===== config.mk =====
export PLATFORM = sky130hd
export DESIGN_NAME = zx_bus_ula
export DESIGN_NICKNAME = d
export VERILOG_FILES = /design/src/design/zx_ula_pkg.sv /design/src/design/zx_port_decode.sv /design/src/design/zx_port_regs.sv /design/src/design/zx_mem_map.sv /design/src/design/zx_read_mux.sv /design/src/design/zx_bus_ula.sv
export SDC_FILE = /design/constraint.sdc
export NUM_CORES = 1
export LEC_CHECK = 0
export BUFFER_PORTS_ARGS = -buffer_cell sky130_fd_sc_hd__clkbuf_2
export CAP_MARGIN = 20
export CELL_PAD_IN_SITES_DETAIL_PLACEMENT = 2
export CELL_PAD_IN_SITES_GLOBAL_PLACEMENT = 2
export CORE_ASPECT_RATIO = 0.75
export CORE_UTILIZATION = 27
export CTS_CLUSTER_DIAMETER = 40
export DETAILED_ROUTE_END_ITERATION = 16
export PLACE_DENSITY_LB_ADDON = 0.1
export SYNTH_ARGS = -nofsm -noshare
export SYNTH_HDL_FRONTEND = slang
export SYNTH_SLANG_ARGS = --single-unit
export TNS_END_PERCENT = 1

===== constraint.sdc =====
create_clock -name clk28 -period 2.05 [get_ports clk28]
set_clock_uncertainty 0.15 [all_clocks]
set_input_delay 0.3075 -clock clk28 [delete_from_list [all_inputs] [get_ports clk28]]
set_output_delay 0.3075 -clock clk28 [all_outputs]
set_load 0.02 [all_outputs]

===== src/design/zx_ula_pkg.sv =====
`default_nettype none

package zx_ula_pkg;

	// full 16-bit decoded ports
	localparam logic [15:0] PORT_DFFD = 16'hdffd; // extended ram bank port
	localparam logic [15:0] PORT_1FFD = 16'h1ffd; // +3 paging port

	// kempston answers when a7..a5 are all low
	localparam logic [7:0] KEMPSTON_MASK = 8'he0;

	localparam logic [1:0] HI_MAIN = 2'b11; // upper page field of main 128k
	localparam logic [1:0] RAM_EXT_RESET = 2'b11; // ext bank bits are stored inverted
	localparam logic RD_FE_TOP = 1'b1; // bit 7 of fe read, ear not wired

	// cpu bus as seen by the ula, strobes active low
	typedef struct packed {
		logic [15:0] addr;
		logic [7:0] data_wr;
		logic n_rd;
		logic n_wr;
		logic n_mreq;
		logic n_iorq;
		logic n_m1;
		logic n_rfsh;
	} cpu_bus_t;

	// joystick lines, low when pressed
	typedef struct packed {
		logic right;
		logic left;
		logic down;
		logic up;
		logic b1;
		logic b2;
		logic b3;
	} joy_t;

	// registered port hits, one cycle behind the bus
	typedef struct packed {
		logic wr_fe;
		logic wr_7ffd;
		logic wr_dffd;
		logic wr_1ffd;
		logic rd_fe;
		logic rd_kempston;
	} port_sel_t;

	typedef struct packed {
		logic [2:0] border; // port fe
		logic beeper;
		logic tape_out;
		logic [2:0] ram_bank; // port 7ffd
		logic scr_bank;
		logic rom_bank;
		logic lock_7ffd;
		logic [1:0] ram_ext; // port dffd, inverted bits 1:0
		logic dffd_d3; // 4000 follows 7ffd bank
		logic dffd_d4; // all ram, also unlocks 7ffd
		logic [2:0] p1ffd; // port 1ffd bits 2:0
	} page_regs_t;

	typedef struct packed {
		logic [4:0] va_page; // {hi, bank}
		logic [1:0] rom_page;
		logic n_romcs;
		logic n_vrd;
		logic n_vwr;
		logic scr_bank; // for the board video side
	} mem_ctrl_t;

endpackage

`default_nettype wire


===== src/design/zx_port_decode.sv =====
`default_nettype none

module zx_port_decode (
	input logic clk28,
	input logic rst_n,
	input zx_ula_pkg::cpu_bus_t bus,
	output zx_ula_pkg::port_sel_t sel
);

	import zx_ula_pkg::*;

	logic io_cycle;
	logic io_wr;
	logic io_rd;
	logic hit_fe;
	logic hit_7ffd;
	logic hit_dffd;
	logic hit_1ffd;
	logic hit_kempston;

	// m1 with iorq is an interrupt ack, not a port access
	assign io_cycle = !bus.n_iorq && bus.n_m1;
	assign io_wr = io_cycle && !bus.n_wr;
	assign io_rd = io_cycle && !bus.n_rd;

	assign hit_fe = !bus.addr[0];
	assign hit_7ffd = !bus.addr[1] && !bus.addr[15] && bus.addr[14]; // partial decode
	assign hit_dffd = bus.addr == PORT_DFFD;
	assign hit_1ffd = bus.addr == PORT_1FFD;
	assign hit_kempston = (bus.addr[7:0] & KEMPSTON_MASK) == 8'h00;

	always_ff @(posedge clk28 or negedge rst_n) begin
		if (!rst_n) begin
			sel <= '0;
		end else begin
			sel.wr_fe <= io_wr && hit_fe;
			sel.wr_7ffd <= io_wr && hit_7ffd;
			sel.wr_dffd <= io_wr && hit_dffd;
			sel.wr_1ffd <= io_wr && hit_1ffd;
			sel.rd_fe <= io_rd && hit_fe;
			sel.rd_kempston <= io_rd && hit_kempston; // read only port
		end
	end

endmodule

`default_nettype wire


===== src/design/zx_port_regs.sv =====
`default_nettype none

module zx_port_regs (
	input logic clk28,
	input logic rst_n,
	input zx_ula_pkg::port_sel_t sel,
	input logic [7:0] data_wr,
	output zx_ula_pkg::page_regs_t regs
);

	import zx_ula_pkg::*;

	logic [2:0] border;
	logic beeper;
	logic tape_out;
	logic [2:0] ram_bank;
	logic scr_bank;
	logic rom_bank;
	logic lock_7ffd;
	logic [1:0] ram_ext;
	logic dffd_d3;
	logic dffd_d4;
	logic [2:0] p1ffd;
	logic wr_7ffd_ok;

	// lock is overridden while dffd bit 4 is set
	assign wr_7ffd_ok = sel.wr_7ffd && (!lock_7ffd || dffd_d4);

	always_ff @(posedge clk28 or negedge rst_n) begin
		if (!rst_n) begin
			border <= 3'd0;
			beeper <= 1'b0;
			tape_out <= 1'b0;
		end else if (sel.wr_fe) begin
			border <= data_wr[2:0];
			tape_out <= data_wr[3];
			beeper <= data_wr[4];
		end
	end

	always_ff @(posedge clk28 or negedge rst_n) begin
		if (!rst_n) begin
			ram_bank <= 3'd0;
			scr_bank <= 1'b0;
			rom_bank <= 1'b0;
			lock_7ffd <= 1'b0;
		end else if (wr_7ffd_ok) begin
			ram_bank <= data_wr[2:0];
			scr_bank <= data_wr[3];
			rom_bank <= data_wr[4];
			lock_7ffd <= data_wr[5];
		end
	end

	always_ff @(posedge clk28 or negedge rst_n) begin
		if (!rst_n) begin
			ram_ext <= RAM_EXT_RESET;
			dffd_d3 <= 1'b0;
			dffd_d4 <= 1'b0;
		end else if (sel.wr_dffd) begin
			ram_ext <= ~data_wr[1:0]; // 0 written selects the top 128k
			dffd_d3 <= data_wr[3];
			dffd_d4 <= data_wr[4];
		end
	end

	always_ff @(posedge clk28 or negedge rst_n) begin
		if (!rst_n) begin
			p1ffd <= 3'd0;
		end else if (sel.wr_1ffd) begin
			p1ffd <= data_wr[2:0];
		end
	end

	always_comb begin
		regs.border = border;
		regs.beeper = beeper;
		regs.tape_out = tape_out;
		regs.ram_bank = ram_bank;
		regs.scr_bank = scr_bank;
		regs.rom_bank = rom_bank;
		regs.lock_7ffd = lock_7ffd;
		regs.ram_ext = ram_ext;
		regs.dffd_d3 = dffd_d3;
		regs.dffd_d4 = dffd_d4;
		regs.p1ffd = p1ffd;
	end

endmodule

`default_nettype wire


===== src/design/zx_mem_map.sv =====
`default_nettype none

module zx_mem_map (
	input logic clk28,
	input logic rst_n,
	input zx_ula_pkg::cpu_bus_t bus,
	input zx_ula_pkg::page_regs_t regs,
	output zx_ula_pkg::mem_ctrl_t mem,
	output logic [13:0] va_low
);

	import zx_ula_pkg::*;

	logic a15;
	logic a14;
	logic mem_cycle;
	logic low_quarter;
	logic all_ram;
	logic rom_sel;
	logic rom_req;
	logic ram_req;
	logic [4:0] page_next;
	logic [4:0] page;

	assign a15 = bus.addr[15];
	assign a14 = bus.addr[14];
	assign mem_cycle = !bus.n_mreq && bus.n_rfsh; // refresh never touches memory
	assign low_quarter = !a15 && !a14;
	assign all_ram = regs.dffd_d4 || regs.p1ffd[0];
	assign rom_sel = low_quarter && !all_ram;

	// first matching rule wins
	always_comb begin
		if (regs.dffd_d3 && a15) begin
			page_next = {HI_MAIN, a14, a15, a14};
		end else if (regs.dffd_d3 && a14) begin
			page_next = {regs.ram_ext, regs.ram_bank};
		end else if (!regs.p1ffd[2] && regs.p1ffd[0]) begin
			page_next = {HI_MAIN, regs.p1ffd[1], a15, a14}; // banks 0-3 or 4-7
		end else if (regs.p1ffd == 3'b101) begin
			page_next = {HI_MAIN, ~(a15 & a14), a15, a14}; // 4 5 6 3
		end else if (regs.p1ffd == 3'b111) begin
			page_next = {HI_MAIN, ~(a15 & a14), a15 | a14, a14}; // 4 7 6 3
		end else if (a15 && a14) begin
			page_next = {regs.ram_ext, regs.ram_bank};
		end else begin
			page_next = {HI_MAIN, a14, a15, a14}; // 0 5 2
		end
	end

	always_ff @(posedge clk28 or negedge rst_n) begin
		if (!rst_n) begin
			rom_req <= 1'b0;
			ram_req <= 1'b0;
		end else begin
			rom_req <= mem_cycle && rom_sel;
			ram_req <= mem_cycle && !rom_sel;
		end
	end

	always_ff @(posedge clk28) begin
		page <= page_next;
	end

	// requests are registered, the strobes themselves follow the live bus
	always_comb begin
		mem.va_page = page;
		mem.rom_page = {regs.p1ffd[2], regs.rom_bank};
		mem.n_romcs = !(rom_req && !bus.n_mreq);
		mem.n_vrd = !(ram_req && !bus.n_rd);
		mem.n_vwr = !(ram_req && !bus.n_wr);
		mem.scr_bank = regs.scr_bank;
	end

	assign va_low = bus.addr[13:0];

endmodule

`default_nettype wire


===== src/design/zx_read_mux.sv =====
`default_nettype none

module zx_read_mux (
	input zx_ula_pkg::port_sel_t sel,
	input logic [4:0] kd,
	input logic tape_in,
	input zx_ula_pkg::joy_t joy,
	output logic [7:0] rd_data,
	output logic rd_oe
);

	import zx_ula_pkg::*;

	logic [7:0] fe_data;
	logic [7:0] kempston_data;

	assign fe_data = {RD_FE_TOP, tape_in, 1'b1, kd};

	// kempston is active high, the lines are not
	assign kempston_data = {
		1'b0,
		~joy.b3,
		~joy.b2,
		~joy.b1,
		~joy.up,
		~joy.down,
		~joy.left,
		~joy.right
	};

	always_comb begin
		if (sel.rd_fe) begin
			rd_data = fe_data; // fe wins over kempston
		end else if (sel.rd_kempston) begin
			rd_data = kempston_data;
		end else begin
			rd_data = 8'hff; // idle bus
		end
	end

	assign rd_oe = sel.rd_fe || sel.rd_kempston;

endmodule

`default_nettype wire


===== src/design/zx_bus_ula.sv =====
`default_nettype none

module zx_bus_ula (
	input logic clk28,
	input logic rst_n,
	input zx_ula_pkg::cpu_bus_t bus,
	input logic [4:0] kd,
	input logic tape_in,
	input zx_ula_pkg::joy_t joy,
	output zx_ula_pkg::mem_ctrl_t mem,
	output logic [13:0] va_low,
	output logic [7:0] rd_data,
	output logic rd_oe,
	output logic [2:0] border,
	output logic beeper,
	output logic tape_out
);

	import zx_ula_pkg::*;

	port_sel_t sel;
	page_regs_t regs;

	zx_port_decode u_decode (
		.clk28 (clk28),
		.rst_n (rst_n),
		.bus (bus),
		.sel (sel)
	);

	zx_port_regs u_regs (
		.clk28 (clk28),
		.rst_n (rst_n),
		.sel (sel),
		.data_wr (bus.data_wr),
		.regs (regs)
	);

	zx_mem_map u_mem_map (
		.clk28 (clk28),
		.rst_n (rst_n),
		.bus (bus),
		.regs (regs),
		.mem (mem),
		.va_low (va_low)
	);

	zx_read_mux u_read_mux (
		.sel (sel),
		.kd (kd),
		.tape_in (tape_in),
		.joy (joy),
		.rd_data (rd_data),
		.rd_oe (rd_oe)
	);

	assign border = regs.border;
	assign beeper = regs.beeper;
	assign tape_out = regs.tape_out;

endmodule

`default_nettype wire


* Word level (Yosys, flattened, before mapping)
Cells that the tools add are included.
Storage, ports and cells: register bits after elaboration 31, input bits 45, logic and storage cells 87
Cells by class: eq/ne operators 4, mux-type cells 8, bitwise logic cells 11, reductions and logical operators 43
Operators by type and width (number):
- 5-bit 2-to-1 mux | 5
- 1-bit logical AND | 24
- 16-bit by 13-bit == test with 1-bit output, second input constant | 1
- 16-bit == test, second input constant | 1
- 8-bit 2-to-1 mux | 2
- 1-bit logical NOT | 15
- 8-bit logical NOT | 1
- 1-bit NOT | 8
- 3-bit == test, second input constant | 2
- 1-bit logical OR | 3
- 3-bit 2-to-1 mux | 1
- 2-bit NOT | 1
- 1-bit bitwise AND | 1
- 1-bit bitwise OR | 1

* Depth between registers and ports, before layout
word-level depth 7, gate-level depth with buffers 5

* Hierarchy
From an unflattened synthesis, not the netlist that was laid out.
Second synthesis, totals: cell total of the unflattened synthesis 139, area total of the unflattened synthesis 1546.5 um^2
By module, submodules not included:
- zx_port_regs | times used 1, cells an instance 48, area an instance 734.5 um^2, sequential area each 452.9 um^2
- zx_mem_map | times used 1, cells an instance 53, area an instance 469.2 um^2, sequential area each 150.1 um^2
- zx_port_decode | times used 1, cells an instance 22, area an instance 249.0 um^2, sequential area each 150.1 um^2
- zx_read_mux | times used 1, cells an instance 16, area an instance 93.8 um^2, sequential area each 0.0 um^2

* Worst setup path before layout
OpenSTA, ideal clock, no wires.
kind register -> output, start point register, netlist name u_decode.sel[1], end point output rd_data[0], arrival 0.964 ns, path slack 0.628 ns, cell stages (with the launch flop) 3, buffers on the path 0, cells stage by stage dfrtp_1 > nor2b_1 > a21oi_1
Between the ends: word-level cells in the longest chain between the ends 1
RTL lines:
- 8-bit 2-to-1 mux | line zx_read_mux.sv:32 | if (sel.rd_fe) begin
- end: declaration | line zx_bus_ula.sv:12 | output logic [7:0] rd_data,
Every way passes these cells.

* Final worst setup path
start point register, netlist name u_decode.sel[1], end point output rd_data[6]
Between the ends: word-level cells in the longest chain between the ends 1
RTL lines (line):
- 8-bit 2-to-1 mux | zx_read_mux.sv:32
Every way passes these cells.

==> results.toml <==
[run_status]
status = "finished clean"

[synth]
synth-seq-area-share = 0.509
async_flop_share = 0.839
synth_top_area_cell = "dfrtp_1"
synth.avg_cell_area_um2 = 11.0
synthTopCellsByCount = "dfrtp_1 (24), buf_4 (21), mux2_1 (17)"
syn-cell-area_um2 = 1480
synth_nets = 180
synthTopCellsByArea = "dfrtp_1 (41%), mux2_1 (13%), buf_4 (11%)"
synth.distinct_cells = 29
synth_ff_type = "dfrtp_1"
yosysMostFrequentCell = "dfrtp_1"
synth_edf_count = 0
yosysWarnings = 0
postSynthCellCount = 135
synth.ff_latch_count = 31
yosys.area.top_type_share = 0.406

[worst_hold_path]
worstHoldStart = "bus[7]"
min_path_type = "input pin to flop"

[clock_tree]
numCtsBuffers = 5
htreeDepth = 2
cts_tree = "done"
worstSkewPairLatency_ns = 0.28
cts-root-buf = "clkbuf_8"
cts_max_path_buffers = 2
clkTransAtPathRegs_ns = 0.07
postCtsSetupRepairBufs = 0
cts_sinks = 31

[floorplan]
ios = 84
rows = 22
fp.dieArea_um2 = 5790
core_area_um2 = 5090
die_w_um = 87.5
fp.dieH_um = 66.1
start_util = 0.291

[placed_design]
place_ws_ns = 0.350
place_congestion = 0.705
place_hpwl_um = 3230
port_buffers = 81
dp_cells = 266

[grt]
grt_usage = 0.141
grt_pass1_wl_um = 6040
grt_pass1_vias = 1273
grt_max_degree = 27
grt_antenna_before_repair = 0
grt-ovfl-total = 0

[power_and_ir_drop]
ir_drop_v = 0.000328
power_mw = 1.46
p_leak_nw = 0.961
power.density_nw_per_um2 = 760

[critical_path]
crit_path_start_kind = "flop"
slowest_delay_ns = 0.46
crit_family = "flip-flops"
cp_max_fo = 8
cp-startpoint = "u_decode.sel[1]"
crit_chain = "nor2b_2 -> a21oi_1 -> clkbuf_2"
crit_buf_inv = 1
crit_slowest_cell = "dfrtp_1"
r2r-start = "u_regs.p1ffd[0]"
critPathArrivalTime_ns = 1.33
critPathKind = "flop to primary output"
endpoint_kind = "primary output"
cp.required_ns = 1.59

[timing]
rsz0062_at_grt = "no"
setup_viol = 0
fmax_ghz = 0.560
finalCriticalPeriod_ns = 1.79
finalWorstSetupSlack_ns = 0.265
hold_viol_final = 0
slew_headroom = 0.577
period_share = 0.871
hold_ws_ns = 0.0573
worst_pin_slew_ns = 0.635
maxSlewViolCount = 0
setup-tns-final_ns = 0

[cells_and_area]
nFillCells = 574
fin_nets = 247
final_cells = 275
drive_gt1_frac = 0.468
area_delta_synth_final_pct = 30.1
n_antenna_cell = 0

[routing]
final_antenna_net_count = 0
drc_errors = 0
via_per_inst = 4.48
firstDrtPassIters = 2
drt_iter0_drc = 39
finalWirelength_um = 3900
avgRoutedWirePerCell_um = 14.2
num_vias = 1231

[job]
maxCapViolCount = 0
## path summary, 6_finish.rpt
path	to	slack (ns)	depth (start not counted)
setup / recovery	rd_data[6]	0.26	3
hold / removal	u_regs.ram_ext[1]	0.06	2
setup reg to reg	u_mem_map.page[2]	0.64	4
hold reg to reg	u_regs.tape_out	0.34	1
max in group asynchronous	u_regs.p1ffd[0]	0.91	2
min in group asynchronous	u_regs.lock_7ffd	0.43	2
## routing by layer
layer | global-route usage | routed length [um] | up-vias
li1 | - | - | 577
met1 | 0.166 | 1650 | 608
met5 | 0 | 0 | -
met3 | 0.0487 | 269 | 5
met4 | 0.0430 | 24 | 0
met2 | 0.243 | 1960 | 41
## power breakdown
part / switching [mW] / leakage (nW) / internal, mW
logic: 0.146 / 0.537 / 0.100
clock network: 0.228 / 0.0515 / 0.306
registers: 0.0248 / 0.372 / 0.659
## state kept, by name, indices dropped and copies added, names as in the netlist
| signal | flops |
|---|---|
| u_regs.ram_bank | 3 |
| u_regs.p1ffd | 3 |
| u_mem_map.rom_req | 1 |
| u_regs.border | 3 |
| u_mem_map.page | 5 |
| u_decode.sel | 6 |
| u_regs.ram_ext | 2 |
| u_regs.dffd_d4 | 1 |
| u_regs.beeper | 1 |
| u_regs.rom_bank | 1 |
| u_regs.dffd_d3 | 1 |
| u_regs.lock_7ffd | 1 |
| u_regs.scr_bank | 1 |
| u_mem_map.ram_req | 1 |
| u_regs.tape_out | 1 |
## repair_timing
| action | CTS | global route |
|---|---|---|
| gates resized for setup | 0 | 1 |
| hold buffers | 1 | 0 |
| endpoints found under the hold margin | 24 | 0 |
| setup endpoints to repair | 0 | 6 |
## cells by family (layout without fill, tap and decap cells)
kind of cell	Yosys count	in the layout	synth area share
mux	18	18	0.136
flops	31	31	0.509
simple gates	45	45	0.170
buf+inv	24	92	0.115
compound gates	17	17	0.0702
## metrics by stage
| stage | util | area (um^2) |
|---|---|---|
| 2_1_floorplan | - | 1480 |
| 3_3_place_gp | 0.356 | 1810 |
| 3_5_place_dp | 0.356 | 1810 |
| 4_1_cts | 0.378 | 1920 |
| 5_1_grt | 0.378 | 1930 |
| 6_report | 0.378 | 1930 |
## cell type report
| class | count | area [um^2] | share of cell area |
|---|---|---|---|
| sequential | 31 | 753 | 0.391 |
| clock buffer | 8 | 100 | 0.0520 |
| tap | 72 | 90.1 | 0.0468 |
| multi-input combinational | 80 | 559 | 0.290 |
| inverter | 2 | 7.51 | 0.00390 |
| timing repair buffer | 82 | 415 | 0.216 |
## cells in the final DEF, fill, tap and decap left out, drive strengths merged
cell type	n
nand2	6
nand2b	5
or3b	3
inv	2
mux2i	1
a21oi	10
nand3	3
dfxtp	5
or2	1
clkbuf	89
a2bb2oi	1
dfrtp	24
or4	1
a21o	1
a31o	1
mux2	17
a22oi	1
and3	1
nor2	11
o21a	1
o21ai	2
dfstp	2
and4	2
dlygate4sd3	1
nor3	3
nand4	1
nor2b	7
nor4	1
No activity file was read; power rests on OpenSTA's default activity.
